`config.mk`:
```
export PLATFORM = sky130hd
export DESIGN_NAME = masterAlu
export DESIGN_NICKNAME = d
export VERILOG_FILES = /design/src/common/cpuPkg.sv /design/src/alu/masterAlu.sv
export SDC_FILE = /design/constraint.sdc
export NUM_CORES = 1
export LEC_CHECK = 0
export BUFFER_PORTS_ARGS = -buffer_cell sky130_fd_sc_hd__buf_2
export CAP_MARGIN = 20
export CORE_AREA = 2 2 163 165
export DETAILED_ROUTE_END_ITERATION = 12
export DIE_AREA = 0 0 165 167
export PLACE_DENSITY = 0.68
export SLEW_MARGIN = 20
export SYNTH_ARGS = -nofsm -noshare
export SYNTH_HDL_FRONTEND = slang
export SYNTH_SLANG_ARGS = --single-unit
```
`constraint.sdc`:
```
create_clock -name vclk -period 10.8
set_input_delay 2.16 -clock vclk [all_inputs]
set_output_delay 2.16 -clock vclk [all_outputs]
set_load 0.02 [all_outputs]
```
`src/common/cpuPkg.sv`:
```
// Shared encodings for the 32-bit load/store CPU with both RAMs fixed at 256 words and no branches
package cpuPkg;

  localparam int DATA_W    = 32;
  localparam int ADDR_W    = 8;   // 256-word RAMs
  localparam int REG_SEL_W = 4;   // Sixteen registers
  localparam int SHAMT_W   = 5;
  localparam int IMM_W     = 16;
  localparam int FLAG_W    = 4;
  localparam int OP_W      = 4;
  localparam int COND_W    = 4;

  // Flag bit positions in the flag vector, ordered N Z C V from the top
  localparam int FLAG_N = 3;
  localparam int FLAG_Z = 2;
  localparam int FLAG_C = 1;
  localparam int FLAG_V = 0;

  // Instruction field LSBs
  localparam int COND_LSB  = 28;
  localparam int OP_LSB    = 24;
  localparam int S_BIT     = 23;  // Flag update request
  localparam int DST_LSB   = 19;
  localparam int SRC2_LSB  = 15;
  localparam int SRC1_LSB  = 11;
  localparam int SHAMT_LSB = 6;
  localparam int IMM_LSB   = 3;   // Overlaps src2, src1 and shamt

  typedef enum logic [OP_W-1:0] {
    OP_AND, OP_EOR, OP_SUB, OP_RSB,
    OP_ADD, OP_ORR, OP_MOV, OP_CMP,
    OP_LSL, OP_LSR, OP_ROR, OP_MOVI,
    OP_LDR, OP_STR, OP_NOP, OP_HALT
  } opcodeT;

  // ARM style condition codes
  typedef enum logic [COND_W-1:0] {
    EQ, NE, CS, CC, MI, PL, VS, VC,
    HI, LS, GE, LT, GT, LE, AL, NV
  } condT;

  typedef enum logic [2:0] {
    ST_IDLE,
    ST_FETCH,
    ST_EXEC,
    ST_MEMRD,   // LDR only
    ST_WRITE,
    ST_HALT
  } cpuStateT;

endpackage

```
`src/alu/masterAlu.sv`:
```
// Purely combinational; C and V are only produced by ADD, SUB, RSB and CMP and pass through otherwise
`timescale 1ns/1ps

module masterAlu import cpuPkg::*; (
  input  opcodeT              opcode_i,
  input  logic [DATA_W-1:0]   opA_i,     // Source 1
  input  logic [DATA_W-1:0]   opB_i,     // Source 2
  input  logic [SHAMT_W-1:0]  shamt_i,
  input  logic [IMM_W-1:0]    imm_i,
  input  logic [FLAG_W-1:0]   flags_i,   // Current flag register
  output logic [DATA_W-1:0]   result_o,
  output logic [FLAG_W-1:0]   flags_o
);

  logic [DATA_W-1:0]   addA;
  logic [DATA_W-1:0]   addB;
  logic                addCin;
  logic [DATA_W:0]     addSum;     // Carry in the top bit
  logic [2*DATA_W-1:0] rorWide;
  logic [ADDR_W-1:0]   effAddr;
  logic                arith;      // Op drives C and V

  // Shared adder, subtraction as A + ~B + 1
  always_comb
  begin
    addA   = opA_i;
    addB   = opB_i;
    addCin = 1'b0;
    unique case (opcode_i)
      OP_SUB, OP_CMP:
      begin
        addB   = ~opB_i;
        addCin = 1'b1;
      end
      OP_RSB:
      begin
        addA   = opB_i;              // Reverse subtract B - A
        addB   = ~opA_i;
        addCin = 1'b1;
      end
      default: ;
    endcase
  end

  assign addSum  = {1'b0, addA} + {1'b0, addB} + {{DATA_W{1'b0}}, addCin};
  assign rorWide = {opA_i, opA_i} >> shamt_i;       // Rotate via doubled word
  assign effAddr = opA_i[ADDR_W-1:0] + ADDR_W'(shamt_i); // Wraps mod 256

  always_comb
  begin
    arith = 1'b0;
    unique case (opcode_i)
      OP_AND:                 result_o = opA_i & opB_i;
      OP_EOR:                 result_o = opA_i ^ opB_i;
      OP_ORR:                 result_o = opA_i | opB_i;
      OP_MOV:                 result_o = opB_i;     // Operand 2 copy
      OP_ADD, OP_SUB, OP_RSB, OP_CMP:
      begin
        result_o = addSum[DATA_W-1:0];
        arith    = 1'b1;
      end
      OP_LSL:                 result_o = opA_i << shamt_i;
      OP_LSR:                 result_o = opA_i >> shamt_i;  // Logical, zero fill
      OP_ROR:                 result_o = rorWide[DATA_W-1:0];
      OP_MOVI:                result_o = {{(DATA_W-IMM_W){1'b0}}, imm_i};
      OP_LDR, OP_STR:         result_o = {{(DATA_W-ADDR_W){1'b0}}, effAddr};
      default:                result_o = '0;        // NOP and HALT
    endcase
  end

  always_comb
  begin
    flags_o         = flags_i;
    flags_o[FLAG_N] = result_o[DATA_W-1];
    flags_o[FLAG_Z] = (result_o == '0);
    if (arith)
    begin
      flags_o[FLAG_C] = addSum[DATA_W];   // Not-borrow on subtract
      // Overflow when same-sign operands give a result of the other sign
      flags_o[FLAG_V] = (addA[DATA_W-1] == addB[DATA_W-1]) &&
                        (addSum[DATA_W-1] != addA[DATA_W-1]);
    end
  end

endmodule

```
==> metrics.txt <==
max_slew headroom=0.171; overall routed net length=59,200 um; Crit-path slowest cell=nor4bb_1; Detailed Place HPWL=45,700 um; RSZ-0062 raised after global routing=no; Total Routing Usage GR=0.418; # resized after CTS=0; max_cap viols=0; Setup TNS Final=0 ps; Hold Vio Cnt, Final=0; final sequential cell count=0; Post-Syn Area per Cell=7.08 um2; top cells by area, synth=ha_1 (12%), mux4_2 (11%), mux2i_1 (9.3%), nand2_1 (7.1%), o21ai_0 (4.6%); layout cells sized above 1=0.181; Ports=129; Vias per Instance=7.13; Synth Net Count=1,677; full die area=0.0276 mm2; Min-Delay Path Class=primary input to primary output; Setup-failing EPs final=0; area taken by multi-input logic gates=0.00961 mm2; sum of buffers and inverters on the critical path=4; Area growth, synth to finish=7.11%; Final min period=9870 ps; top-count cell post-synth=nand2_1; Seq/Total Area, Yosys=0; routability cong.=1.02; Core Footprint=0.0258 mm2; post-route ant nets=0; Die W=165 um; Worst Hold Path Cells=4; fin nets=1,695; FILL cells=2,722; largest net degree at the start of global routing=74; initial antenna violation count=2; Initial Util=0.407; worst setup path class=primary input to primary output; Syn Inst Count=1,480; routed len/inst=32.3 um; post-CTS setup repair buffer count=0; via count=13,100; worst stage delay on the critical path=610 ps; ordered cell list for the critical path=buf_2 > nor2b_1 > nand2b_1 > buf_4 > inv_1 > nand2_1 > o221ai_1 > fa_1 > fa_1 > a21o_1 > a221o_1 > a211oi_1 > o21ai_1 > mux2i_1 > a211o_1 > nor2_1 > nor4bb_1 > nand4_1 > nor2_1 > buf_2; GRT overflow=0; PortBufs=127; FMAX=0.101 GHz; drt first-iter violations=1,852; FF+latch area=0 um2; Worst Hold End=flags_o[1]; Pre-antenna DRT Iters=6; CP required=8640 ps; Worst Path Max Fanout=12; Final period util=0.914; Slew Viols, Final=0; post-synth top area cell=ha_1; top-area cell type share of the netlist area=0.121; chip height=167 um; Clock buffer cells=0; worst-margin pin slew=1240 ps; row count=59; vias in the first global route=11,800; first-pass GRT wire length=84,400 um; Post-route DRC=0; hold path startpoint=flags_i[1]; final hold slack=4640 ps; Yosys cell types=82; status=completed; Startpoint Class=primary input; Worst Setup End Kind=primary output; CTS Hold Bufs=0; CP top delay family=compound AO/OA/AOI/OAI gates; Yosys warning count=0; Post-synth top cells=nand2_1 (199), nor2_1 (108), ha_1 (101), mux2i_1 (97), o21ai_0 (96); synthesized area=0.0105 mm2; worst path arrival time=7710 ps
## cells in the final DEF (no fill, tap or decap), types with 10 or more instances in the layout
| cell | synthesis | layout |
|---|---|---|
| a31oi_1 | 14 | 14 |
| nand3_1 | 30 | 29 |
| ha_1 | 101 | 101 |
| mux2i_1 | 97 | 96 |
| buf_4 | 11 | 38 |
| nor3_1 | 21 | 21 |
| o221ai_1 | 48 | 48 |
| or3_1 | 12 | 12 |
| mux2_2 | 32 | 32 |
| nor2b_1 | 16 | 16 |
| a21oi_1 | 69 | 69 |
| nand2b_1 | 17 | 17 |
| nand4_1 | 14 | 14 |
| a21o_1 | 19 | 19 |
| a22oi_1 | 17 | 17 |
| o21ai_0 | 96 | 96 |
| nor2_1 | 108 | 108 |
| a211oi_1 | 16 | 16 |
| xnor2_1 | 14 | 14 |
| o211ai_1 | 22 | 22 |
| buf_2 | 32 | 125 |
| inv_1 | 75 | 75 |
| and3_1 | 18 | 18 |
| a222oi_1 | 15 | 15 |
| mux4_2 | 51 | 51 |
| or2_2 | 10 | 10 |
| o22ai_1 | 21 | 21 |
| nand2_1 | 199 | 199 |
## layer usage
metal / track usage / vias up / part of all wire
met3: 0.0725 / 146 / 0.11
met1: 0.569 / 6307 / 0.40
li1: - / 5679 / -
met5: 0 / - / 0.00022
met2: 0.631 / 927 / 0.43
met4: 0.212 / 2 / 0.065
## worst max path at each step
stage                           start          to  slack (ps)  cells after the start
after global placement    opcode_i[2]  flags_o[2]         940                     20
after global routing      opcode_i[0]  flags_o[2]         690                     17
after detailed placement  opcode_i[2]  flags_o[2]        1030                     20
after CTS                 opcode_i[2]  flags_o[2]        1010                     20
final                     opcode_i[2]  flags_o[2]         930                     20
after floorplan           opcode_i[0]  flags_o[2]         890                     20
## cells by family after synthesis
group / synth area share
AND/OR/NAND/NOR: 0.223
AO/OA/AOI/OAI: 0.304
buffers and inverters: 0.0896
multiplexers: 0.240
adder cells (fa/ha/maj): 0.126
XOR/XNOR: 0.0167
## worst min-delay path: stages
cell and delay (ps):
buf_2 70, nand2_1 30, o21ai_0 50, buf_2 160
## area by class of cell
type / count / area share
diodes: 1 / 0.000223
inverters: 77 / 0.0257
repair buffers: 163 / 0.0811
multi-input cells: 1256 / 0.856
well taps: 335 / 0.0373
## per-stage QoR
step	instances	setup WS [ps]	util	cell area, um2
5_1_grt	1831	691	0.436	11200
2_1_floorplan	1480	893	-	10500
4_1_cts	1831	1010	0.436	11200
3_5_place_dp	1831	1030	0.436	11200
3_3_place_gp	1831	936	0.436	11200
6_report	1832	925	0.436	11200
