`src/common/cpuPkg.sv`:
```
// Shared encodings for the 32-bit load/store CPU with both RAMs fixed at 256 words and no branches
package cpuPkg;

  localparam int DATA_W    = 32;
  localparam int ADDR_W    = 8;   // 256-word RAMs
  localparam int REG_SEL_W = 4;   // Sixteen registers
  localparam int SHAMT_W   = 5;
  localparam int IMM_W     = 16;
  localparam int FLAG_W    = 4;
  localparam int OP_W      = 4;
  localparam int COND_W    = 4;

  // Flag bit positions in the flag vector, ordered N Z C V from the top
  localparam int FLAG_N = 3;
  localparam int FLAG_Z = 2;
  localparam int FLAG_C = 1;
  localparam int FLAG_V = 0;

  // Instruction field LSBs
  localparam int COND_LSB  = 28;
  localparam int OP_LSB    = 24;
  localparam int S_BIT     = 23;  // Flag update request
  localparam int DST_LSB   = 19;
  localparam int SRC2_LSB  = 15;
  localparam int SRC1_LSB  = 11;
  localparam int SHAMT_LSB = 6;
  localparam int IMM_LSB   = 3;   // Overlaps src2, src1 and shamt

  typedef enum logic [OP_W-1:0] {
    OP_AND, OP_EOR, OP_SUB, OP_RSB,
    OP_ADD, OP_ORR, OP_MOV, OP_CMP,
    OP_LSL, OP_LSR, OP_ROR, OP_MOVI,
    OP_LDR, OP_STR, OP_NOP, OP_HALT
  } opcodeT;

  // ARM style condition codes
  typedef enum logic [COND_W-1:0] {
    EQ, NE, CS, CC, MI, PL, VS, VC,
    HI, LS, GE, LT, GT, LE, AL, NV
  } condT;

  typedef enum logic [2:0] {
    ST_IDLE,
    ST_FETCH,
    ST_EXEC,
    ST_MEMRD,   // LDR only
    ST_WRITE,
    ST_HALT
  } cpuStateT;

endpackage

```
`src/design/registerBank.sv`:
```
// Sixteen general registers with no PC alias; reads are combinational and r0 is writable
`timescale 1ns/1ps

module registerBank import cpuPkg::*; (
  input  logic                 Clk,
  input  logic                 rst_i,
  input  logic                 we_i,
  input  logic [REG_SEL_W-1:0] wSel_i,
  input  logic [DATA_W-1:0]    wData_i,
  input  logic [REG_SEL_W-1:0] rSel1_i,
  input  logic [REG_SEL_W-1:0] rSel2_i,
  output logic [DATA_W-1:0]    rData1_o,
  output logic [DATA_W-1:0]    rData2_o
);

  logic [DATA_W-1:0] regs [2**REG_SEL_W];

  always_ff @(posedge Clk)
  begin
    if (rst_i)
    begin
      for (int i = 0; i < 2**REG_SEL_W; i++)
        regs[i] <= '0;   // Whole bank cleared
    end
    else if (we_i)
    begin
      regs[wSel_i] <= wData_i;
    end
  end

  // Write lands next edge, so a same-cycle read still sees the old value
  assign rData1_o = regs[rSel1_i];
  assign rData2_o = regs[rSel2_i];

  // Unknown select would corrupt an arbitrary register
  wSelKnown: assert property (@(posedge Clk) disable iff (rst_i)
    we_i |-> !$isunknown(wSel_i))
    else $error("registerBank write with unknown select %h", wSel_i);

endmodule

```
`config.mk`:
```
export PLATFORM = sky130hd
export DESIGN_NAME = registerBank
export DESIGN_NICKNAME = d
export VERILOG_FILES = /design/src/common/cpuPkg.sv /design/src/design/registerBank.sv
export SDC_FILE = /design/constraint.sdc
export NUM_CORES = 1
export LEC_CHECK = 0
export BUFFER_PORTS_ARGS = -buffer_cell sky130_fd_sc_hd__buf_2
export CORE_ASPECT_RATIO = 1.5
export CORE_MARGIN = 10
export CORE_UTILIZATION = 38
export DETAILED_ROUTE_END_ITERATION = 10
export PLACE_DENSITY = 0.56
export SETUP_SLACK_MARGIN = 0.1
export SLEW_MARGIN = 20
export SYNTH_ARGS = -nofsm -noshare
export SYNTH_HDL_FRONTEND = slang
export SYNTH_SLANG_ARGS = --single-unit
```
`constraint.sdc`:
```
create_clock -name Clk -period 3.8 [get_ports Clk]
set_input_delay 0.19 -clock Clk [delete_from_list [all_inputs] [get_ports Clk]]
set_output_delay 0.19 -clock Clk [all_outputs]
set_load 0.05 [all_outputs]
```
==> results.md <==
- The run finished with clean final reports.
- The pin slew with the least headroom to its limit is 1019 ps.
- For this design the total switching power over the nets is 3.568 mW.
- Net switching is 26.62% of the power.
- The share of synthesized area in the top cell type comes to 57.84%.
- The count of pins over their slew limit came to 0.
- The core region is 69240 um^2.
- After synthesis, the cell types taking the most area are sky130_fd_sc_hd__edfxtp_1 58%, sky130_fd_sc_hd__mux4_2 22%, sky130_fd_sc_hd__and2_1 11%, sky130_fd_sc_hd__a22oi_1 3.6%, sky130_fd_sc_hd__clkbuf_1 1.6%.
- In the final timing run, aggregate negative setup slack is 0 ps.
- The synthesized design contains 512 register bits.
- The number of cells on the critical path is 6.
- The CTS tree is built.
- The share of the clock period used by the worst path is 65.38%.
- In this run the clock root is driven by a sky130_fd_sc_hd__clkbuf_16.
- In this run the tightest slew margin relative to its limit is 31.89%.
- The number of gates given a new drive strength after cts is 0.
- The critical path ends at rData1_o[28].
- The via count of the first global-routing pass is 17431.
- The register with the most flip-flops in the final layout is regs.
- When the netlist entered floorplanning its net count stood at 1734.
- The per-instance average area after synthesis is 15.76 um^2.
- Setup repair after global routing left no endpoint under its margin.
- After layout, the minimum clock period comes to 2484 ps.
- After clock tree synthesis, the flow added hold-fix buffers numbering 0.
- The count of mapped cells out of synthesis is 1687.
- The final design utilization is 43.15%.
- The critical path class is primary input to output port.
- The flip-flop cell with the highest count after synthesis is sky130_fd_sc_hd__edfxtp_1.
- The initial cell density of the core is 38.39%.
- Setup slack closes at 1316 ps.
- In this run the horizontal extent of the chip is 236.0 um.
- The total chip power is 13.40 mW.
- The number of top-level pins is 111.
- In this run the core area contains 118 standard-cell rows.
- The detailed router finished its first iteration with 1583 violations.
- The clock passes through at most 3 buffers.
- The count of nets after finishing is 1796.
- The maximum net fanout on the critical path is 48.
- The chip height is 343.9 um.
- The minimum setup slack after placement is 1239 ps.
- The total of endpoints with negative setup slack in the final report is 0.
- The repair_antennas step left the layout with diodes totalling 0.
- The count of flip-flops with a built-in enable after synthesis is 512.
- The clock transition time at the flip-flop clock pins of the worst setup and hold paths is 70 ps.
- The synthesized netlist occupies a cell area of 26580 um^2.
- The final hold slack is 48.18 ps.
- The H-tree generated during clock tree synthesis spans 2 levels.
- The largest area contributor in the synthesized netlist is sky130_fd_sc_hd__edfxtp_1.
- After global routing the overflow that remains totals 0.
- The peak per-stage delay on the critical path is 540 ps.
- The number of different library cells in the post-synthesis netlist is 22.
- The final number of hold-violating endpoints is 0.
- Buffers added to address setup during post-CTS repair amount to 0.
- The die covers 81150 um^2.
- In the final layout, the registers with the most flip-flops are regs: 512 flops.
- Of the total power, the clock network draws 35.8%.
- Once detailed placement completed, the half-perimeter wirelength came to 48950 um.
- The critical path goes through buf_8 > buf_4 > mux4_2 > a22oi_1 > nand2_1 > buf_2.
- STA classifies the critical path endpoint as an output port.
- The number of flip-flops in the largest register is 512.
- The worst hold path belongs to the class primary input to flip-flop.
- In the final layout, the share of cells above drive strength 1 is 31.93%.
- Sorting the synthesized cells by how often they occur yields 512 x sky130_fd_sc_hd__edfxtp_1, 482 x sky130_fd_sc_hd__and2_1, 256 x sky130_fd_sc_hd__mux4_2, 128 x sky130_fd_sc_hd__a22oi_1, 114 x sky130_fd_sc_hd__clkbuf_1.
- The wire length of the first global-routing pass is 122000 um.
- The cell family contributing the most delay on the critical path is buffers and inverters.
- The launch point of the worst hold path is wData_i[31].
- The post-detailed-route count of antenna-violating nets is 0.
- The number of CTS-inserted buffers is 51.
- Dividing the detail-routed via count by the number of cells gives 5.934.
- In this run, flip-flops and latches consume 50.0% of the power.
- The first-pass iteration count of the detailed router is 5.
- Relative to the synthesized area, the layout overhead comes to 12.40%.
- The number of clock sinks is 512.
- Data on the critical path arrives at its endpoint at 2290 ps.
- The share of synthesized flip-flops with an asynchronous set or reset is 0%.
- The post-detailed-route wirelength per cell is 31.58 um.
- The critical path starts at rSel1_i[0].
- The total wire length is 84780 um.
- The critical path launch point type is a primary input.
- The total buffers and inverters traversed by the critical path is 3.
- Routability-driven placement finished with a final weighted congestion of 0.7712.
- The standard cell with the maximum stage delay on the critical path is sky130_fd_sc_hd__mux4_2.
- The dominant cell by count in the synthesized netlist is sky130_fd_sc_hd__edfxtp_1.
- The endpoint required time on the critical path is 3610 ps.
- The tool flagged a number of max-cap violations equal to 0.
- The global-route usage over all layers is 20.60%.
- Buffers placed on the I/O ports in this run total 110.
- The number of antenna violations at the first check in global routing was 13.
- The pin count of the biggest net entering global routing is 51.
- The worst-case IR drop observed on VDD is 0.0003099 V.
- The total internal power is 9.833 mW.
- After detailed routing, the number of remaining DRC violations is 0.
- The top achievable clock speed is 402.5 MHz.
- For this design the static power due to leakage is 10.32 nW.
- The power density over the cells is 448.5 nW/um^2.
- The total via count after detailed routing is 15933.
- The synthesis warning total is 0.
- The combinational share of power is 14.2%.
- After synthesis, flip-flops and latches occupy 57.84% of the total area.
## layer usage
| metal | routed length [um] | part of all wire (%) | vias to the layer above | GRT usage (%) |
|---|---|---|---|---|
| met1 | 32990 | 39 | 8435 | 25.47 |
| met5 | 76 | 0.090 | - | 0 |
| li1 | - | - | 6642 | - |
| met2 | 43290 | 51 | 689 | 36.08 |
| met4 | 2273 | 2.7 | 12 | 6.276 |
| met3 | 6149 | 7.3 | 155 | 3.750 |
## power by group through the flow
stage / logic (mW) / clock network [mW] / registers [mW]
after floorplan: 1.29 / 0 / 6.74
after global routing: 2.00 / 5.06 / 6.73
final: 1.90 / 4.80 / 6.69
after detailed placement: 1.92 / 0 / 6.81
after CTS: 1.92 / 4.86 / 6.69
after global placement: 1.91 / 0 / 6.78
## per-stage QoR
| step | area (um^2) | instances |
|---|---|---|
| 3_3_place_gp | 28380 | 2596 |
| 4_1_cts | 29880 | 2685 |
| 2_1_floorplan | 26580 | 1687 |
| 3_5_place_dp | 28380 | 2596 |
| 6_report | 29880 | 2685 |
| 5_1_grt | 29880 | 2685 |
## worst min path at each step
| stage | endpoint | cells past startpoint | slack [ps] |
|---|---|---|---|
| global placement | regs[10][31] | 2 | 640 |
| global route | regs[7][31] | 2 | 60 |
| detailed placement | regs[11][26] | 2 | 660 |
| floorplan | regs[12][0] | 1 | 390 |
| CTS | regs[8][26] | 2 | 20 |
| finish | regs[7][31] | 2 | 50 |
## kinds of logic (layout without fill, tap and decap cells)
family / count (synthesis) / count (layout) / share of synthesized area, %
DFF: 512 / 512 / 57.84
and+or+nand+nor: 623 / 623 / 14.27
muxes: 256 / 256 / 21.69
buffers and inverters: 168 / 266 / 2.584
AOI/OAI and AO/OA: 128 / 128 / 3.615
## cell usage in the layout, fill, tap and decap left out, drive strengths merged
cell type / count
a22oi: 128
and2: 514
buf: 177
bufinv: 1
clkbuf: 65
clkinv: 22
clkinvlp: 1
edfxtp: 512
mux4: 256
nand2: 65
nand2b: 2
nand4b: 1
nand4bb: 2
nor2: 14
nor2b: 4
nor3: 4
or2: 16
or4b: 1
## cell type report
type | count | area [um^2]
sequential | 512 | 15370
clock buffer | 65 | 1371
timing repair buffer | 177 | 1224
clock inverter | 24 | 131.4
fill | 6108 | 39370
multi-input combinational | 1007 | 10650
tap | 900 | 1126
No activity file was read; power rests on OpenSTA's default activity.
