[src/common/cpuPkg.sv]
// Shared encodings for the 32-bit load/store CPU with both RAMs fixed at 256 words and no branches
package cpuPkg;

  localparam int DATA_W    = 32;
  localparam int ADDR_W    = 8;   // 256-word RAMs
  localparam int REG_SEL_W = 4;   // Sixteen registers
  localparam int SHAMT_W   = 5;
  localparam int IMM_W     = 16;
  localparam int FLAG_W    = 4;
  localparam int OP_W      = 4;
  localparam int COND_W    = 4;

  // Flag bit positions in the flag vector, ordered N Z C V from the top
  localparam int FLAG_N = 3;
  localparam int FLAG_Z = 2;
  localparam int FLAG_C = 1;
  localparam int FLAG_V = 0;

  // Instruction field LSBs
  localparam int COND_LSB  = 28;
  localparam int OP_LSB    = 24;
  localparam int S_BIT     = 23;  // Flag update request
  localparam int DST_LSB   = 19;
  localparam int SRC2_LSB  = 15;
  localparam int SRC1_LSB  = 11;
  localparam int SHAMT_LSB = 6;
  localparam int IMM_LSB   = 3;   // Overlaps src2, src1 and shamt

  typedef enum logic [OP_W-1:0] {
    OP_AND, OP_EOR, OP_SUB, OP_RSB,
    OP_ADD, OP_ORR, OP_MOV, OP_CMP,
    OP_LSL, OP_LSR, OP_ROR, OP_MOVI,
    OP_LDR, OP_STR, OP_NOP, OP_HALT
  } opcodeT;

  // ARM style condition codes
  typedef enum logic [COND_W-1:0] {
    EQ, NE, CS, CC, MI, PL, VS, VC,
    HI, LS, GE, LT, GT, LE, AL, NV
  } condT;

  typedef enum logic [2:0] {
    ST_IDLE,
    ST_FETCH,
    ST_EXEC,
    ST_MEMRD,   // LDR only
    ST_WRITE,
    ST_HALT
  } cpuStateT;

endpackage

[src/design/controlUnit.sv]
// One instruction in flight and no branches, so the PC only counts up; HALT holds until the next run pulse
`timescale 1ns/1ps

module controlUnit import cpuPkg::*; (
  input  logic                 Clk,
  input  logic                 rst_i,
  input  logic                 run_i,
  input  logic [DATA_W-1:0]    instr_i,      // Instruction RAM read data
  input  logic [FLAG_W-1:0]    aluFlags_i,
  output logic [ADDR_W-1:0]    pc_o,
  output logic                 fetchEn_o,
  output logic [FLAG_W-1:0]    flags_o,
  output logic                 regWe_o,
  output logic [REG_SEL_W-1:0] regWSel_o,
  output logic                 wbFromMem_o,
  output logic                 memRd_o,
  output logic                 memWr_o,
  output logic                 busy_o,
  output logic                 halted_o,
  output opcodeT               opcode_o,
  output logic [REG_SEL_W-1:0] rSel1_o,
  output logic [REG_SEL_W-1:0] rSel2_o,
  output logic [SHAMT_W-1:0]   shamt_o,
  output logic [IMM_W-1:0]     imm_o
);

  cpuStateT          state;
  cpuStateT          nextState;
  logic [DATA_W-1:0] instrReg;
  logic [DATA_W-1:0] curInstr;
  logic [FLAG_W-1:0] flagReg;
  condT              cond;
  logic              condPass;
  logic              aluOp;        // Plain ALU ops, S bit decides flags
  logic              writesReg;
  logic              setsFlags;

  // RAM data is live in EXEC, the latched copy afterwards
  assign curInstr  = (state == ST_EXEC) ? instr_i : instrReg;
  assign cond      = condT'(curInstr[COND_LSB +: COND_W]);
  assign opcode_o  = opcodeT'(curInstr[OP_LSB +: OP_W]);
  assign regWSel_o = curInstr[DST_LSB +: REG_SEL_W];
  assign rSel2_o   = curInstr[SRC2_LSB +: REG_SEL_W];
  assign rSel1_o   = curInstr[SRC1_LSB +: REG_SEL_W];
  assign shamt_o   = curInstr[SHAMT_LSB +: SHAMT_W];
  assign imm_o     = curInstr[IMM_LSB +: IMM_W];

  always_comb
  begin
    unique case (cond)
      EQ: condPass = flagReg[FLAG_Z];
      NE: condPass = !flagReg[FLAG_Z];
      CS: condPass = flagReg[FLAG_C];
      CC: condPass = !flagReg[FLAG_C];
      MI: condPass = flagReg[FLAG_N];
      PL: condPass = !flagReg[FLAG_N];
      VS: condPass = flagReg[FLAG_V];
      VC: condPass = !flagReg[FLAG_V];
      HI: condPass = flagReg[FLAG_C] && !flagReg[FLAG_Z];
      LS: condPass = !flagReg[FLAG_C] || flagReg[FLAG_Z];
      GE: condPass = (flagReg[FLAG_N] == flagReg[FLAG_V]);
      LT: condPass = (flagReg[FLAG_N] != flagReg[FLAG_V]);
      GT: condPass = !flagReg[FLAG_Z] && (flagReg[FLAG_N] == flagReg[FLAG_V]);
      LE: condPass = flagReg[FLAG_Z] || (flagReg[FLAG_N] != flagReg[FLAG_V]);
      AL: condPass = 1'b1;
      default: condPass = 1'b0;   // NV never executes
    endcase
  end

  assign aluOp     = (opcode_o <= OP_ROR && opcode_o != OP_CMP) || opcode_o == OP_MOVI;
  assign writesReg = aluOp || opcode_o == OP_LDR;
  assign setsFlags = opcode_o == OP_CMP || (aluOp && curInstr[S_BIT]);

  // Commits happen only in WRITE, and a failed condition leaves a no-op
  assign regWe_o     = (state == ST_WRITE) && condPass && writesReg;
  assign wbFromMem_o = (opcode_o == OP_LDR);
  assign memRd_o     = (state == ST_MEMRD);
  assign memWr_o     = (state == ST_WRITE) && condPass && opcode_o == OP_STR;
  assign fetchEn_o   = (state == ST_FETCH);
  assign busy_o      = (state != ST_IDLE) && (state != ST_HALT);
  assign halted_o    = (state == ST_HALT);
  assign flags_o     = flagReg;

  always_comb
  begin
    nextState = state;
    unique case (state)
      ST_IDLE, ST_HALT: if (run_i) nextState = ST_FETCH;
      ST_FETCH:         nextState = ST_EXEC;
      ST_EXEC:
      begin
        if (!condPass)                nextState = ST_WRITE;
        else if (opcode_o == OP_HALT) nextState = ST_HALT;
        else if (opcode_o == OP_LDR)  nextState = ST_MEMRD;  // Extra read cycle
        else                          nextState = ST_WRITE;
      end
      ST_MEMRD:         nextState = ST_WRITE;
      ST_WRITE:         nextState = ST_FETCH;
      default:          nextState = ST_IDLE;
    endcase
  end

  always_ff @(posedge Clk)
  begin
    if (rst_i)
    begin
      state   <= ST_IDLE;
      pc_o    <= '0;
      flagReg <= '0;
    end
    else
    begin
      state <= nextState;
      if ((state == ST_IDLE || state == ST_HALT) && run_i)
        pc_o <= '0;                 // Every run starts at word 0
      else if (state == ST_WRITE)
        pc_o <= pc_o + 1'b1;
      if (state == ST_WRITE && condPass && setsFlags)
        flagReg <= aluFlags_i;
    end
  end

  always_ff @(posedge Clk)
  begin
    if (state == ST_EXEC)
      instrReg <= instr_i;
  end

  // Read cycle must still decode the latched load
  loadCycleIsLdr: assert property (@(posedge Clk) disable iff (rst_i)
    memRd_o |-> (opcode_o == OP_LDR))
    else $error("controlUnit data read cycle without a latched LDR");

  stateKnown: assert property (@(posedge Clk) disable iff (rst_i)
    !$isunknown(state))
    else $error("controlUnit state unknown after reset");

endmodule

[config.mk]
export PLATFORM = sky130hd
export DESIGN_NAME = controlUnit
export DESIGN_NICKNAME = d
export VERILOG_FILES = /design/src/common/cpuPkg.sv /design/src/design/controlUnit.sv
export SDC_FILE = /design/constraint.sdc
export NUM_CORES = 1
export LEC_CHECK = 0
export BUFFER_PORTS_ARGS = -buffer_cell sky130_fd_sc_hd__buf_4
export CORE_ASPECT_RATIO = 1.75
export CORE_UTILIZATION = 53
export CTS_BUF_LIST = sky130_fd_sc_hd__clkbuf_4 sky130_fd_sc_hd__clkbuf_8
export CTS_CLUSTER_DIAMETER = 30
export DETAILED_ROUTE_END_ITERATION = 12
export PLACE_DENSITY = 0.86
export SLEW_MARGIN = 25
export SYNTH_ARGS = -nofsm -noshare
export SYNTH_HDL_FRONTEND = slang
export SYNTH_SLANG_ARGS = --single-unit
export TNS_END_PERCENT = 5
[constraint.sdc]
create_clock -name Clk -period 4.4 [get_ports Clk]
set_clock_uncertainty 0.05 [all_clocks]
set_input_delay 0.44 -clock Clk [delete_from_list [all_inputs] [get_ports Clk]]
set_output_delay 0.44 -clock Clk [all_outputs]
set_load 0.1 [all_outputs]
==> impl_metrics.yaml, run 1 <==
cells_and_area:
  final_layout_size_suffix_gt1_share_pct: 44.83
  final_nets: 329
  final_cell_area_sq_um: 2868
  layout-area-overhead-vs-synth_pct: 25.18
  insertedDiodeCount: 0
  final_core_util_pct: 69.10
place:
  routabilityCongestion: 0.8475
  placement.cell_area_sq_um: 2746
  dpl_worst_slack_ns: 1.179
  io_buffer_count: 91
  post-dp-hpwl_um: 3556
critical_path:
  crit-reg2reg-capture: "flags_o[1]"
  path_max_fanout: 9
  worst-endpoint-arrival_ns: 3.07
  worstSetupEndpointType: "output pin"
  worstRegToRegCells: 9
  critical_path_class: "flip-flop to output pin"
  startpoint_type: "flip-flop"
  ff2ff_setup_slack_ns: 1.59
  timing.rr.start: "state[1]"
  worst_ep_required_time_ns: 3.91
sta:
  period_minus_slack_ns: 3.560
  max_slew.worst_pin.slew_ns: 0.5997
  layout_worst_path_cycle_share_pct: 80.90
  hold_viol_final: 0
  setup_viol: 0
  layout_setup_ws_ns: 0.8405
  unrepaired_setup_endpoints_after_global_routing: "no"
  fin_worst_hold_slack_ns: 0.3251
  max_clk_rate_ghz: 0.2809
  number_of_max_slew_violations_in_the_final_report: 0
  max-slew-margin-rel_pct: 59.94
clock_network:
  cts_tree: "built"
  clock_path_buffers: 2
  root_cell_of_the_clock_tree: "clkbuf_8"
  ctsHtreeMaxLevel: 2
  postCtsResizedCells: 0
  num_clock_sinks: 44
  post_cts_hold_buffer_count: 0
  clkSlewWorstSetupHoldPaths_ns: 0.08
  num_cts_buffers: 5
  cts_setup_buffers: 0
  clock_latency_at_the_later_pin_of_the_worst_skew_pair_ns: 0.29
logic_synthesis:
  ys_ff_latch: 44
  muxShareOfSynthArea_pct: 17.86
  syn-num-nets: 273
  synthDistinctLibCells: 41
  netlist_instances: 233
  synth_simple_gate_area_share_pct: 17.04
  synth.yosys.warnings: 0
  synthAdderAreaFrac_pct: 0.5461
  post_synth.cell_area_avg_sq_um: 9.832
  netlist_area_before_placement_sq_um: 2291
  dominant_combinational_cell_family_by_area_after_synthesis: "multiplexers"
  synth-xor-area-share_pct: 4.588
  synth_compound_area_share_pct: 6.390
  share_of_synthesized_area_occupied_by_flip_flops_and_latches_pct: 38.45
route:
  drt-pass1-iter-count: 4
  wl_um: 4583
  detail_route.iter0.violations: 21
  drt-vias-per-instance: 5.260
  route.antenna.remaining_nets: 0
  post-route-drc-count: 0
  routed_wire_length_per_instance_um: 13.52
  num_vias: 1783
floorplan:
  floorplan.die.height_um: 88.98
  number_of_top_level_pins: 95
  start_util_pct: 55.20
  rows: 31
  fp.coreArea_sq_um: 4150
  die_x_um: 51.70
  floorplan.die_area_sq_um: 4600
global_route:
  grt_pass1_vias: 1675
  globalRoute.totalOverflow: 0
  grt_first_pass_wirelength_um: 7058
  number_of_antenna_violations_at_the_first_check_in_global_routing: 0
  grt_start_max_net_pins: 20
  global_route.usage.total_pct: 20.54
worst_hold_path:
  hp-start: "rst_i"
  hp-class: "input pin to flip-flop"
  holdPathEnd: "state[0]"
  hold_depth: 2
outcome:
  run_status: "completed"
flow_run:
  drv_cap: 0
worst max-delay path by stage:
stage / from / depth (start not counted) / to / slack (ns)
after floorplan: flags_o[3] / 8 / regWe_o / -0.28
after detailed placement: state[1] / 10 / memWr_o / 1.18
after CTS: state[1] / 10 / memWr_o / 0.85
final: state[1] / 10 / memWr_o / 0.84
after global routing: state[1] / 10 / memWr_o / 0.63
after global placement: state[1] / 10 / memWr_o / 1.23
critical path, cell delays in order (launching register included):
cell	delay [ns]
dfxtp_1	0.47
nor3b_4	0.39
mux2i_1	0.45
inv_1	0.14
and3_1	0.17
o21ai_1	0.10
o21ai_1	0.08
a211oi_2	0.45
nor2b_1	0.11
nor3b_2	0.17
buf_4	0.24
cell families (layout without fill, tap and decap cells):
kind of cell,Yosys count,in the layout
AOI/OAI and AO/OA,21,21
xor gates and xnor gates,12,12
adders and majority gates,1,1
buffers and inverters,53,110
DFF,44,44
muxes,38,38
and+or+nand+nor,64,64
cells in the mapped netlist (all sizes together):
library cell / count / area (sq um)
a211oi: 4 / 35.03
a21boi: 2 / 15.01
a21o: 1 / 7.510
a21oi: 3 / 15.01
a31oi: 1 / 6.260
a32oi: 1 / 8.760
and3: 3 / 18.77
and4: 1 / 8.760
buf: 40 / 297.8
clkbuf: 5 / 18.77
dfxtp: 44 / 880.8
ha: 1 / 12.51
inv: 8 / 30.03
mux2: 23 / 259.0
mux2i: 15 / 150.1
nand2: 6 / 22.52
nand2b: 10 / 62.56
nand3: 4 / 20.02
nand3b: 2 / 15.01
nand4: 2 / 12.51
nand4bb: 1 / 11.26
nor2: 15 / 56.30
nor2b: 4 / 25.02
nor3: 6 / 30.03
nor3b: 3 / 33.78
nor4: 1 / 6.260
nor4b: 4 / 50.05
o211ai: 1 / 7.510
o21ai: 4 / 20.02
o21bai: 2 / 15.01
o31a: 1 / 8.760
o31ai: 1 / 7.510
or3b: 2 / 17.52
xnor2: 6 / 52.55
xor2: 6 / 52.55
routing by layer:
layer / track usage (%) / vias up / routed length, um
li1: - / 876 / -
met1: 18.70 / 842 / 1616
met2: 39.43 / 51 / 2660
met3: 4.252 / 14 / 163
met4: 13.27 / 0 / 142
met5: 0 / - / 0
area by class of cell:
class | instances | area, sq um
Fill cell | 335 | 1282
Tap cell | 49 | 61.31
Multi-Input combinational cell | 136 | 1069
Clock buffer | 6 | 82.58
Clock inverter | 2 | 38.79
Inverter | 8 | 30.03
Sequential cell | 44 | 880.8
Timing Repair Buffer | 94 | 705.7
metrics by stage:
stage	TNS, ns	std cells
6_report	0	339
5_1_grt	0	339
3_3_place_gp	0	331
2_1_floorplan	-0.2808	233
3_5_place_dp	0	331
4_1_cts	0	339
state kept, by name (all words and copies together), names as in the netlist:
register,count
instrReg,29
pc_o,8
flags_o,4
state,3
layout by cell type (no fill, tap or decap), types with 4 or more instances in the layout:
| master | count |
|---|---|
| inv_1 | 8 |
| mux2i_1 | 15 |
| nand2b_1 | 10 |
| nand3_1 | 4 |
| nor3_1 | 6 |
| clkbuf_8 | 6 |
| nor2b_1 | 4 |
| buf_4 | 94 |
| nor2_1 | 15 |
| xnor2_1 | 6 |
| xor2_1 | 6 |
| nand2_1 | 6 |
| dfxtp_1 | 44 |
| mux2_2 | 23 |
Power of run 1 is left out: the tool's default activity adds up to more than one toggle a clock period on the data nets, which glitch-free logic cannot reach.
==> inputs of run 2 (changes only) <==
CORE_UTILIZATION = 45   (was 53)
PLACE_DENSITY = 0.78   (was 0.86)
clock period = 2.95 ns   (was 4.4 ns; I/O delays follow)
==> impl_metrics.yaml, run 2 (same netlist as run 1, synthesis figures left out) <==
outcome:
  run_status: "finished, violations left"
  failed_checks: "design-rule violations"
cells_and_area:
  regMostFlops: "instrReg"
  final_layout_size_suffix_gt1_share_pct: 49.83
  final_nets: 338
  most_common_library_cell_in_the_layout_ignoring_fill_and_taps: "buf_4"
  largest_register_ffs: 29
  layout.cells.most_common_list: "buf_4, dfxtp_1, mux2_2, nor2_1, mux2i_1"
  nFillCells: 463
  layout-area-overhead-vs-synth_pct: 31.13
  final_cell_area_sq_um: 3004
  insertedDiodeCount: 0
place:
  io_buffer_count: 91
  post-dp-hpwl_um: 3643
  routabilityCongestion: 0.8384
  dpl_worst_slack_ns: 0.1314
  placement.cell_area_sq_um: 2828
clock_network:
  root_cell_of_the_clock_tree: "clkbuf_8"
  num_cts_buffers: 5
  cts_tree: "built"
  clock_latency_at_the_later_pin_of_the_worst_skew_pair_ns: 0.29
  post_cts_hold_buffer_count: 0
  clkSlewWorstSetupHoldPaths_ns: 0.08
  num_clock_sinks: 44
  clock_path_buffers: 2
  ctsHtreeMaxLevel: 2
critical_path:
  critical_path_class: "flip-flop to output pin"
  timing.rr.start: "state[2]"
  critical_path.cell_chain: "nor3b_4 > buf_12 > mux2i_4 > mux2i_1 > xnor2_1 > o21ai_1 > a211oi_2 > nor2b_1 > nor3b_4 > buf_12"
  cp_num_buf_inv: 2
  path_max_fanout: 11
  path_delay_family: "simple AND/OR/NAND/NOR gates"
  crit-reg2reg-capture: "flags_o[1]"
  worst_ep_required_time_ns: 2.61
  startpoint_type: "flip-flop"
  critPathSlowestCell: "dfxtp_2"
  slowest_delay_ns: 0.36
  worstSetupEndpointType: "output pin"
  worstRegToRegCells: 10
  ff2ff_setup_slack_ns: 0.36
  worst-endpoint-arrival_ns: 2.51
floorplan:
  floorplan.die_area_sq_um: 5392
  start_util_pct: 46.42
  rows: 34
  die_x_um: 55.94
  number_of_top_level_pins: 95
  floorplan.die.height_um: 96.39
  fp.coreArea_sq_um: 4935
route:
  detail_route.iter0.violations: 26
  route.antenna.remaining_nets: 0
  num_vias: 1812
  routed_wire_length_per_instance_um: 13.24
  drt-vias-per-instance: 5.133
  post-route-drc-count: 1
  drt-pass1-iter-count: 8
  wl_um: 4674
sta:
  max_clk_rate_ghz: 0.3508
  max_slew.worst_pin.slew_ns: 0.5601
  setup_viol: 0
  max-slew-margin-rel_pct: 62.59
  number_of_max_slew_violations_in_the_final_report: 0
  hold_viol_final: 0
  period_minus_slack_ns: 2.851
  layout_setup_ws_ns: 0.09907
  unrepaired_setup_endpoints_after_global_routing: "yes"
  layout_worst_path_cycle_share_pct: 96.64
flow_run:
  drv_cap: 0
worst_hold_path:
  hp-start: "rst_i"
  hold_depth: 2
  hp-class: "input pin to flip-flop"
  holdPathEnd: "state[0]"
global_route:
  globalRoute.totalOverflow: 0
  grt_pass1_vias: 1748
  grt_first_pass_wirelength_um: 7445
  number_of_antenna_violations_at_the_first_check_in_global_routing: 0
  global_route.usage.total_pct: 17.43
  grt_start_max_net_pins: 16
-- run 2: cell count changes in the layout (fill, tap and decap cells not counted), moves of 2 or more --
cell and delta:
dfxtp_2 +6, clkinvlp_4 +2, buf_12 +2, mux2i_1 -2
mux2i_4 +2, dfxtp_1 -6, buf_4 +6
-- run 2: final cells by class --
class | instances | area (sq um) | share of cell area [%]
clock buffer | 6 | 82.58 | 2.749
clock inverter | 2 | 15.01 | 0.4998
inverter | 8 | 30.03 | 0.9996
tap | 54 | 67.56 | 2.249
sequential | 44 | 888.4 | 29.57
multi-input combinational | 136 | 1119 | 37.23
timing repair buffer | 103 | 802.0 | 26.70
-- run 2: metrics by stage --
stage	hold WS [ns]	cells	setup TNS, ns	utilization [%]
CTS	0.1834	352	0	59.99
floorplan	0.3922	233	-0.04240	-
global placement	0.4083	342	0	57.30
finish	0.1838	353	0	60.88
detailed placement	0.4141	342	0	57.30
global route	0.1860	353	-0.01246	60.88
-- run 2: worst reg2reg max path: cells and delay by family (launching register included) --
family,cells,cell delay (ns)
simple gates,2,0.69
mux,3,0.71
xor+xnor,1,0.09
compound gates,2,0.26
buf+inv,2,0.34
flops,1,0.36
-- run 2: timing repair --
item                       4_1_cts  5_1_grt
setup endpoints to repair        2        2
setup buffers                    2        1
pin swaps                        1        1
gates resized for setup          2        8
-- run 2: worst max-delay path by stage --
stage / startpoint / to / slack (ns) / cells past startpoint
after global placement: state[2] / memWr_o / 0.23 / 9
final: state[2] / memWr_o / 0.1 / 10
after global routing: state[2] / memWr_o / -0.01 / 10
after detailed placement: state[2] / memWr_o / 0.13 / 9
after floorplan: state[0] / memWr_o / -0.04 / 10
after CTS: state[2] / memWr_o / 0.01 / 10
-- run 2: per-layer routing --
metal	wire length, um	vias up	track usage, %
li1	-	890	-
met1	1598	860	16.30
met2	2726	48	35.34
met3	205	14	3.329
met4	143	0	8.943
met5	0	-	0
Power of run 2 is left out for the same reason.
