`src/common/cpuPkg.sv`:
```
// Shared encodings for the 32-bit load/store CPU with both RAMs fixed at 256 words and no branches
package cpuPkg;

  localparam int DATA_W    = 32;
  localparam int ADDR_W    = 8;   // 256-word RAMs
  localparam int REG_SEL_W = 4;   // Sixteen registers
  localparam int SHAMT_W   = 5;
  localparam int IMM_W     = 16;
  localparam int FLAG_W    = 4;
  localparam int OP_W      = 4;
  localparam int COND_W    = 4;

  // Flag bit positions in the flag vector, ordered N Z C V from the top
  localparam int FLAG_N = 3;
  localparam int FLAG_Z = 2;
  localparam int FLAG_C = 1;
  localparam int FLAG_V = 0;

  // Instruction field LSBs
  localparam int COND_LSB  = 28;
  localparam int OP_LSB    = 24;
  localparam int S_BIT     = 23;  // Flag update request
  localparam int DST_LSB   = 19;
  localparam int SRC2_LSB  = 15;
  localparam int SRC1_LSB  = 11;
  localparam int SHAMT_LSB = 6;
  localparam int IMM_LSB   = 3;   // Overlaps src2, src1 and shamt

  typedef enum logic [OP_W-1:0] {
    OP_AND, OP_EOR, OP_SUB, OP_RSB,
    OP_ADD, OP_ORR, OP_MOV, OP_CMP,
    OP_LSL, OP_LSR, OP_ROR, OP_MOVI,
    OP_LDR, OP_STR, OP_NOP, OP_HALT
  } opcodeT;

  // ARM style condition codes
  typedef enum logic [COND_W-1:0] {
    EQ, NE, CS, CC, MI, PL, VS, VC,
    HI, LS, GE, LT, GT, LE, AL, NV
  } condT;

  typedef enum logic [2:0] {
    ST_IDLE,
    ST_FETCH,
    ST_EXEC,
    ST_MEMRD,   // LDR only
    ST_WRITE,
    ST_HALT
  } cpuStateT;

endpackage

```
`src/memctrl/memoryControl.sv`:
```
// Host requests are served only while the CPU is idle or halted, and host fields must stay stable until ack
`timescale 1ns/1ps

module memoryControl import cpuPkg::*; (
  input  logic              Clk,
  input  logic              rst_i,
  input  logic              cpuBusy_i,
  input  logic              memRd_i,
  input  logic              memWr_i,
  input  logic [ADDR_W-1:0] cpuAddr_i,
  input  logic [DATA_W-1:0] cpuWData_i,
  input  logic              fetchEn_i,
  input  logic [ADDR_W-1:0] pc_i,
  input  logic              hostReq_i,
  input  logic              hostWrite_i,
  input  logic              hostInstrSel_i,  // 1 selects instruction RAM
  input  logic [ADDR_W-1:0] hostAddr_i,
  input  logic [DATA_W-1:0] hostWData_i,
  input  logic [DATA_W-1:0] dataRamRData_i,
  input  logic [DATA_W-1:0] instrRamRData_i,
  output logic              hostAck_o,
  output logic [DATA_W-1:0] hostRData_o,
  output logic              dataRamWe_o,
  output logic [ADDR_W-1:0] dataRamAddr_o,
  output logic [DATA_W-1:0] dataRamWData_o,
  output logic              instrRamWe_o,
  output logic [ADDR_W-1:0] instrRamAddr_o,
  output logic [DATA_W-1:0] instrRamWData_o
);

  typedef enum logic [1:0] {
    H_IDLE,
    H_RDWAIT,   // RAM read latency
    H_ACK
  } hostStateT;

  hostStateT         hState;
  hostStateT         hNext;
  logic              hostGrant;   // Request accepted this cycle
  logic              hostWrStb;
  logic              cpuAccess;
  logic [DATA_W-1:0] rDataHold;

  assign hostGrant = (hState == H_IDLE) && hostReq_i && !cpuBusy_i;
  assign hostWrStb = hostGrant && hostWrite_i;
  assign cpuAccess = memRd_i || memWr_i;

  // Data RAM owned by the CPU only during its own load/store cycles
  assign dataRamAddr_o  = cpuAccess ? cpuAddr_i : hostAddr_i;
  assign dataRamWData_o = cpuAccess ? cpuWData_i : hostWData_i;
  assign dataRamWe_o    = memWr_i || (hostWrStb && !hostInstrSel_i);

  // Instruction RAM follows the PC while fetching
  assign instrRamAddr_o  = fetchEn_i ? pc_i : hostAddr_i;
  assign instrRamWData_o = hostWData_i;
  assign instrRamWe_o    = hostWrStb && hostInstrSel_i && !fetchEn_i;

  assign hostAck_o   = (hState == H_ACK);
  assign hostRData_o = rDataHold;  // Held for the whole ack phase

  always_comb
  begin
    hNext = hState;
    unique case (hState)
      H_IDLE:   if (hostGrant) hNext = hostWrite_i ? H_ACK : H_RDWAIT;
      H_RDWAIT: hNext = H_ACK;
      H_ACK:    if (!hostReq_i) hNext = H_IDLE;  // Ack drops a cycle after req
      default:  hNext = H_IDLE;
    endcase
  end

  always_ff @(posedge Clk)
  begin
    if (rst_i)
      hState <= H_IDLE;
    else
      hState <= hNext;
  end

  always_ff @(posedge Clk)
  begin
    if (hState == H_RDWAIT)
      rDataHold <= hostInstrSel_i ? instrRamRData_i : dataRamRData_i;
  end

  // Host never sees an ack while the controller runs a program
  ackNotBusy: assert property (@(posedge Clk) disable iff (rst_i)
    $rose(hostAck_o) |-> !cpuBusy_i)
    else $error("memoryControl ack raised while CPU busy");

endmodule

```
`config.mk`:
```
export PLATFORM = sky130hd
export DESIGN_NAME = memoryControl
export DESIGN_NICKNAME = d
export VERILOG_FILES = /design/src/common/cpuPkg.sv /design/src/memctrl/memoryControl.sv
export SDC_FILE = /design/constraint.sdc
export NUM_CORES = 1
export LEC_CHECK = 0
export BUFFER_PORTS_ARGS = -buffer_cell sky130_fd_sc_hd__clkbuf_2
export CAP_MARGIN = 10
export CORE_AREA = 2 2 106 108
export CTS_CLUSTER_SIZE = 8
export DETAILED_ROUTE_END_ITERATION = 16
export DIE_AREA = 0 0 108 110
export GPL_ROUTABILITY_DRIVEN = 0
export MAX_ROUTING_LAYER = met4
export PLACE_DENSITY = 0.59
export REMOVE_ABC_BUFFERS = 1
export SYNTH_ARGS = -nofsm -noshare
export SYNTH_HDL_FRONTEND = slang
export SYNTH_SLANG_ARGS = --single-unit
```
`constraint.sdc`:
```
create_clock -name Clk -period 4.6 [get_ports Clk]
set_clock_uncertainty 0.15 [all_clocks]
set_input_delay 0.23 -clock Clk [delete_from_list [all_inputs] [get_ports Clk]]
set_output_delay 0.23 -clock Clk [all_outputs]
set_load 0.02 [all_outputs]
```
==> results.ini, run 1 <==
[power]
switchingPower_w=0.000261
clkPwrFrac=0.340
p_per_area_nw_per_um2=257
p_int_w=0.000702
seqPwrFrac=0.363
sw_frac_of_total=0.271
peakVddDrop_mv=0.130
pwr-share-comb=0.297
p_leak_nw=1.88

[floorplan]
die_h_um=110
ios=276
die_area_um2=11900
initial_utilization=0.220
rows=38
die_w_um=108
core-area_um2=10700

[timing]
fmax_mhz=466
slew_violations=0
tns_ps=0
slew_headroom=0.295
fin_crit_ps=2140
hold_viol=0
post-route-period-util=0.466
holdWs_ps=94.4
worst_pin_slew_ps=1060
rsz0062_at_grt=false
setup_viol=0

[worst_setup_path]
crit_top_cell=clkbuf_2
path_cells=clkbuf_2, nor2_4, mux2_2, clkbuf_2
crit_fanout=40
crit_family=simple AND/OR/NAND/NOR gates
worst_setup_path_start_kind=input port
crit_arrival_ps=1760
r2r_slack_ps=2930
path_class=input port to output port
cp.required_ps=4220
endpoint=dataRamWData_o[19]
worstSetupStartpoint=memWr_i
reg2reg_depth=3
path_depth=4
cpPeakStageDelay_ps=810
cp_slowest_cell=nor2_4
cp-end-kind=output port
regToRegEndpoint=hState[0]
crit_buf_inv=2
rr_startpoint=hState[1]

[global_route]
track_usage=0.126
grt_max_degree=41
grt_pass1_vias=2150
antenna_found_initial=1
grt_pass1_wl_um=10700
gr-total-overflow=0

[route]
drtPass1Iterations=4
post-route-drc-count=0
final_antenna_net_count=0
viasPerCell=3.99
wl_um=7890
wl_per_cell_um=14.3
drt-initial-drc-count=51
num_vias=2207

[clock_tree]
cts_buffer_depth=2
root_buffer=clkbuf_8
cts_hold_buf=3
tritoncts=yes
ctsResizeCount=0
cts_inserted_buffers=5
cts.sinks=34
htreeDepth=2
clk_latency_ps=280
postCtsSetupBuffers=0
clk_pin_slew_ps=70

[place]
dp_hpwl_um=6960
dp_cells=542
portBuffers=275

[synth]
yosys.area.top_type=edfxtp_1
ys.warnings.count=0
ys_seq_area_frac=0.425
synthTopCellsByArea=edfxtp_1, mux2_2, buf_4
syn_area_per_cell_um2=14.1
ys_types=19
netlist_area_um2=2350
ys_ff_latch=34
synth_top_area_frac=0.408
syn_inst=167

[layout]
antennaDiodeCount=0
drive_gt1_frac=0.891
fill_cells=1111
syn2layout_area_growth_pct=59.0
stdcell_count=553
nNetsFinal=573

[hold_path]
hold_path.class=input port to register

[status]
status=completed

[flow_run]
maxCapViolCount=0

## sequential cells by signal, summed over array words and instances (netlist names)
signal	cells
hostRData_o	32
hState	2
## Yosys cell counts
master and count:
nor2_1 1, nor2b_1 2, a2111oi_2 1, o21bai_1 1
nand2_1 1, and2b_1 1, nor2_4 1, nor3b_2 1
mux2_4 3, buf_2 2, nor4b_2 1, buf_6 3
clkbuf_8 4, nor3b_1 1, mux2_2 77, edfxtp_1 32
dfxtp_1 2, nor3_1 1, buf_4 32
## routing by layer
layer  vias to the layer above  wire length, um  track usage  part of all wire
li1                       1083                -            -                 -
met1                       955             2740        0.127              0.35
met2                       156             4180        0.232              0.53
met3                        13              791       0.0317              0.10
met4                         0              180       0.0504             0.023
met5                         -                0            -                 0
## per-stage QoR
step,worst slack [ps],instance area (um2),total power (W),utilization
global route,2330,3740,0.00101,0.350
global placement,2460,3570,0.000642,0.334
detailed placement,2430,3570,0.000645,0.334
finish,2460,3740,0.000963,0.350
floorplan,2870,2010,0.000483,-
CTS,2430,3740,0.000982,0.350
## cells by family after synthesis
group	share of synthesized area
DFF	0.425
muxes	0.388
and+or+nand+nor	0.0335
AOI/OAI and AO/OA	0.00957
buffers and inverters	0.144
## layout make-up
cell class / count / area (um2) / share of cell area
clock buffers: 5 / 68.8 / 0.0184
clock inverters: 3 / 68.8 / 0.0184
multi-input cells: 92 / 1010 / 0.271
flip-flops and latches: 34 / 1000 / 0.268
well taps: 140 / 175 / 0.0468
repair buffers: 279 / 1410 / 0.378
## how the worst min path moves through the flow
stage	startpoint	endpoint	slack, ps	cells after the start
2_1_floorplan	hostWrite_i	hState[0]	160	1
3_3_place_gp	hostWrite_i	hState[0]	280	2
3_5_place_dp	hostWrite_i	hState[0]	280	2
4_1_cts	instrRamRData_i[0]	hostRData_o[0]	80	2
5_1_grt	dataRamRData_i[10]	hostRData_o[10]	80	2
6_report	dataRamRData_i[29]	hostRData_o[29]	90	2
## worst reg2reg max path: stages, from the launching register on
cell and delay [ps]:
dfxtp_1 360, nor4b_2 300, nor3b_1 230, dlygate4sd3_1 580
## power groups by stage
stage               registers, W  clock network [W]  logic [W]
finish                  0.000350           0.000327   0.000286
global route            0.000350           0.000356   0.000309
CTS                     0.000350           0.000341   0.000291
detailed placement      0.000357                  0   0.000288
global placement        0.000357                  0   0.000286
floorplan               0.000363                  0   0.000120
## placed cells by master (no fill, tap or decap)
cell | netlist | layout
o21bai_1 | 1 | 1
buf_4 | 32 | 1
nand2_1 | 1 | 1
edfxtp_1 | 32 | 32
and2b_1 | 1 | 1
dlygate4sd3_1 | 0 | 3
clkinv_4 | 0 | 1
nor3_1 | 1 | 1
mux2_2 | 77 | 77
nor4b_2 | 1 | 1
nor2_4 | 1 | 1
nor2b_1 | 2 | 2
clkbuf_8 | 4 | 5
dfxtp_1 | 2 | 2
a2111oi_2 | 1 | 1
nor3b_2 | 1 | 1
nor3b_1 | 1 | 1
nor2_1 | 1 | 1
clkbuf_2 | 0 | 275
mux2_4 | 3 | 3
bufinv_16 | 0 | 2
Power figures use the tool's default switching activity.
==> run 2, diff against run 1 <==
--- a/config.mk
+++ b/config.mk
@@ -7,10 +7,10 @@
 export LEC_CHECK = 0
 export BUFFER_PORTS_ARGS = -buffer_cell sky130_fd_sc_hd__clkbuf_2
 export CAP_MARGIN = 10
-export CORE_AREA = 2 2 106 108
+export CORE_AREA = 2 2 108 110
 export CTS_CLUSTER_SIZE = 8
 export DETAILED_ROUTE_END_ITERATION = 16
-export DIE_AREA = 0 0 108 110
+export DIE_AREA = 0 0 110 112
 export GPL_ROUTABILITY_DRIVEN = 0
 export MAX_ROUTING_LAYER = met4
 export PLACE_DENSITY = 0.59
==> constraint.sdc (replaced) <==
create_clock -name Clk -period 1.7 [get_ports Clk]
set_clock_uncertainty 0.15 [all_clocks]
set_input_delay 0.085 -clock Clk [delete_from_list [all_inputs] [get_ports Clk]]
set_output_delay 0.085 -clock Clk [all_outputs]
set_load 0.02 [all_outputs]
==> run 2 against run 1 <==
Effect of this change: the flow now finishes with violations (hold timing, setup timing); final cell count rose by 12%; sequential share of layout area decreased by 4.2 points; non-clock buffer count is 64 higher; combinational power grew to 3.3 times the previous value; hold slack lost 120 ps; largest cell class unchanged.
==> results.ini, run 2 (synthesis results as in run 1) <==
[route]
final_antenna_net_count=0  ; unchanged
viasPerCell=3.97  ; -0.62%
drt-initial-drc-count=39  ; -24%
drtPass1Iterations=4  ; unchanged
wl_um=8700  ; +10%
num_vias=2459  ; +11%
wl_per_cell_um=14.0  ; -1.7%
post-route-drc-count=0  ; unchanged

[power]
p_leak_nw=2.17  ; +15%
peakVddDrop_mv=0.323  ; +150%
p_per_area_nw_per_um2=608  ; +140%

[layout]
fin_util=0.397  ; +0.0471
antennaDiodeCount=0  ; unchanged
nNetsFinal=637  ; +11%
mostFrequentLayoutCell=clkbuf_2
drive_gt1_frac=0.774  ; -0.117
largest_register_ffs=32  ; unchanged
post-route-cell-area_um2=4430  ; +19%
syn2layout_area_growth_pct=88.4
final_cell_mix=clkbuf_2, mux2_2, dlygate4sd3_1

[clock_tree]
root_buffer=clkbuf_16
tritoncts=yes
postCtsSetupBuffers=0  ; unchanged
cts_buffer_depth=2  ; unchanged
clk_pin_slew_ps=50  ; -20 ps
clk_latency_ps=270  ; about the same
cts_inserted_buffers=5  ; unchanged
cts.sinks=34  ; unchanged
htreeDepth=2  ; unchanged

[status]
status=finished with violations
violations=hold timing, setup timing

[worst_setup_path]
crit_arrival_ps=1560  ; -200 ps
worst_setup_path_start_kind=input port
crit_fanout=1  ; -98%
cp-end-kind=register
path_class=input port to register
r2r_slack_ps=110  ; -2820 ps
cp.required_ps=1560  ; -2660 ps

[timing]
tns_ps=-4.43  ; -4.43 ps
setup_viol=1  ; +1
fin_crit_ps=1700
slew_headroom=0.811  ; +0.516
fmax_mhz=587
hold_viol=2  ; +2
rsz0062_at_grt=false
worst_pin_slew_ps=283  ; -772 ps
holdWs_ps=-22.8  ; -117 ps
slew_violations=0  ; unchanged
post-route-period-util=1.00
fin_ws_ps=-4.43  ; -2460 ps

[floorplan]
die_w_um=110  ; +1.9%
die_area_um2=12300  ; +3.7%
rows=39  ; +2.6%
core-area_um2=11200  ; +4.5%
initial_utilization=0.211  ; -0.00939
ios=276  ; unchanged
die_h_um=112  ; +1.8%

[global_route]
antenna_found_initial=0  ; -1
track_usage=0.137  ; +0.0117
grt_max_degree=41  ; unchanged
grt_pass1_vias=2657  ; +24%
grt_pass1_wl_um=12400  ; +16%
gr-total-overflow=0  ; unchanged

[place]
placement.cell_area_um2=3630  ; +1.6%
pre_cts_slack_ps=338  ; -2090 ps
portBuffers=275  ; unchanged
dp_hpwl_um=6920  ; -0.62%

[flow_run]
maxCapViolCount=0  ; unchanged

[hold_path]
hold_path.class=input port to register

run 2: cell types whose count changed in the layout (fill, tap and decap cells not counted), sizes merged:
cell	before	now
dlygate4sd3	3	65
buf	1	4
bufinv	2	0
clkinv	1	2
run 2: final cells by class:
cell class,count,area [um2]
multi-input combinational,92,1030
timing repair buffer,343,2090
clock buffer,6,129
clock inverter,2,8.76
sequential,34,1000
fill,1073,6740
tap,143,179
run 2: final timing paths:
| kind | from | to | cells past startpoint |
|---|---|---|---|
| hold / removal | instrRamRData_i[28] | hostRData_o[28] | 2 |
| setup reg to reg | hState[0] | hState[0] | 3 |
| setup / recovery | instrRamRData_i[25] | hostRData_o[25] | 4 |
| hold reg to reg | hState[1] | hState[1] | 1 |
run 2: what timing repair did:
action                                  4_1_cts  5_1_grt
gates resized for setup                       0        4
hold endpoints to repair                     34        1
endpoints found under the setup margin        0        5
hold buffers                                 66        1
run 2: metal layers:
metal / global-route usage / vias up / wire (um)
li1: - / 1209 / -
met1: 0.127 / 1108 / 3060
met2: 0.274 / 138 / 4820
met3: 0.0304 / 4 / 762
met4: 0.0354 / 0 / 58
met5: - / - / 0
run 2: stage by stage:
| stage | instances | power [W] |
|---|---|---|
| after floorplan | 126 | 0.00131 |
| after global placement | 547 | 0.00175 |
| after detailed placement | 547 | 0.00176 |
| after CTS | 621 | 0.00274 |
| after global routing | 620 | 0.00284 |
| final | 620 | 0.00270 |
run 2: critical path: stages:
cell	delay [ps]
dlygate4sd3_1	560
clkbuf_2	110
mux2_2	240
dlygate4sd3_1	560
run 2: where the power goes:
part / total [W] / switching, W / internal [W] / leakage, nW
clock: 0.000815 / 0.000282 / 0.000533 / 0.0683
sequential: 0.000950 / 0.00000708 / 0.000943 / 0.306
combinational: 0.000931 / 0.000433 / 0.000498 / 1.80
==> run 3, diff against run 2 <==
--- a/config.mk
+++ b/config.mk
@@ -14,7 +14,6 @@
 export GPL_ROUTABILITY_DRIVEN = 0
 export MAX_ROUTING_LAYER = met4
 export PLACE_DENSITY = 0.59
-export REMOVE_ABC_BUFFERS = 1
 export SYNTH_ARGS = -nofsm -noshare
 export SYNTH_HDL_FRONTEND = slang
 export SYNTH_SLANG_ARGS = --single-unit
==> run 3 against run 2 <==
Effect of this change: the flow now finishes without violations; fmax up 2.0%; critical path depth unchanged; combinational power about the same; power up 14%; highest routed layer unchanged; final cell count up 0.48%; core utilization up 0.82 points; routed wire length down 4.7%.
==> results.ini, run 3 (synthesis results as in run 1) <==
[power]
p_per_area_nw_per_um2=678  ; +12%
p_leak_nw=2.21  ; +1.8%
peakVddDrop_mv=0.433  ; +34%

[route]
final_antenna_net_count=0  ; unchanged
viasPerCell=4.01  ; +1.0%
post-route-drc-count=0  ; unchanged
wl_per_cell_um=13.3  ; -5.2%
drtPass1Iterations=4  ; unchanged
wl_um=8280  ; -4.7%
drt-initial-drc-count=42  ; +7.7%
num_vias=2496  ; +1.5%

[floorplan]
die_h_um=112  ; unchanged
initial_utilization=0.211  ; unchanged
rows=39  ; unchanged
die_area_um2=12300  ; unchanged
ios=276  ; unchanged
core-area_um2=11200  ; unchanged
die_w_um=110  ; unchanged

[worst_setup_path]
crit_family=buffers and inverters
crit_buf_inv=3  ; unchanged
cp-end-kind=register
cp_slowest_cell=dlygate4sd3_1
crit_top_cell=dlygate4sd3_1
crit_arrival_ps=1540  ; -20 ps
crit_fanout=1  ; unchanged
path_class=input port to register
worst_setup_path_start_kind=input port
cp.required_ps=1570  ; about the same
cpPeakStageDelay_ps=560  ; about the same
path_cells=dlygate4sd3_1, clkbuf_2, mux2_2, dlygate4sd3_1

[place]
placement.cell_area_um2=3630  ; about the same
portBuffers=275  ; unchanged
dp_hpwl_um=6560  ; -5.3%

[layout]
drive_gt1_frac=0.777  ; +0.00350
mostFrequentLayoutCell=clkbuf_2
post-route-cell-area_um2=4530  ; +2.1%
largest_register_ffs=32  ; unchanged
antennaDiodeCount=0  ; unchanged
nNetsFinal=640  ; +0.47%
syn2layout_area_growth_pct=92.3
fin_util=0.405  ; +0.00817
final_cell_mix=clkbuf_2, mux2_2, dlygate4sd3_1

[synth]
synth_nets=328

[global_route]
grt_pass1_wl_um=12000  ; -3.7%
antenna_found_initial=0  ; unchanged
gr-total-overflow=0  ; unchanged
track_usage=0.130  ; -0.00776
grt_pass1_vias=2523  ; -5.0%
grt_max_degree=41  ; unchanged

[timing]
post-route-period-util=0.983  ; -0.0194
slew_headroom=0.841  ; +0.0299
worst_pin_slew_ps=239  ; -44.8 ps
setup_viol=0  ; -1
fin_crit_ps=1670  ; -33.0 ps
fmax_mhz=598  ; +2.0%
slew_violations=0  ; unchanged
tns_ps=0  ; +4.43 ps
hold_viol=0  ; -2

[flow_run]
maxCapViolCount=0  ; unchanged

[clock_tree]
root_buffer=clkbuf_16
cts_buffer_depth=2  ; unchanged
clk_latency_ps=270  ; about the same
cts.sinks=34  ; unchanged
htreeDepth=2  ; unchanged
cts_inserted_buffers=5  ; unchanged
clk_pin_slew_ps=60  ; about the same
tritoncts=yes

[hold_path]
hold_path.class=input port to register

[status]
status=completed

run 3: changes by cell type in the layout (fill, tap and decap cells not counted), sizes merged:
cell,before,now
dlygate4sd3,65,68
clkinv,2,1
bufinv,0,2
clkbuf,280,278
buf,4,5
run 3: layout make-up:
type	count	area, um2
Sequential cell	34	1000
Clock buffer	5	125
Tap cell	143	179
Fill cell	1072	6650
Multi-Input combinational cell	92	1030
Timing Repair Buffer	346	2120
Clock inverter	3	68.8
run 3: final timing paths:
check        cells past startpoint              to  slack (ps)              start
max                              4  hostRData_o[8]          30  dataRamRData_i[8]
min                              4       hState[1]         130          cpuBusy_i
max reg2reg                      3       hState[0]         110          hState[0]
min reg2reg                      1       hState[1]         380          hState[0]
run 3: power breakdown:
part / internal (W) / switching [W]
registers: 0.000941 / 0.00000675
logic: 0.000505 / 0.000427
clock network: 0.000842 / 0.000345
total: 0.00229 / 0.000779
run 3: worst reg2reg max path, delay by kind of cell, from the launching register on:
family	cells	cell delay [ps]
DFF	1	360
and+or+nand+nor	2	470
buffers and inverters	1	550
run 3: metal layers:
layer,global-route usage,up-vias,part of all wire
li1,-,1218,-
met3,0.0170,2,0.075
met4,0.0304,0,0.0057
met1,0.136,1134,0.37
met2,0.249,142,0.55
met5,-,-,0
run 3: through the flow:
| step | worst slack [ps] | total power (W) | hold slack [ps] | std cells |
|---|---|---|---|---|
| after floorplan | 259 | 0.00145 | 10.1 | 167 |
| after global placement | 326 | 0.00174 | 134 | 547 |
| after detailed placement | 311 | 0.00175 | 152 | 547 |
| after CTS | 3.33 | 0.00310 | 111 | 623 |
| after global routing | -9.33 | 0.00321 | 158 | 623 |
| final | 28.6 | 0.00307 | 131 | 623 |
run 3: repair_timing:
action,in CTS,in global routing
endpoints found under the setup margin,0,4
resized for setup,0,7
hold endpoints to repair,34,1
hold buffers,68,1
setup buffers,0,0
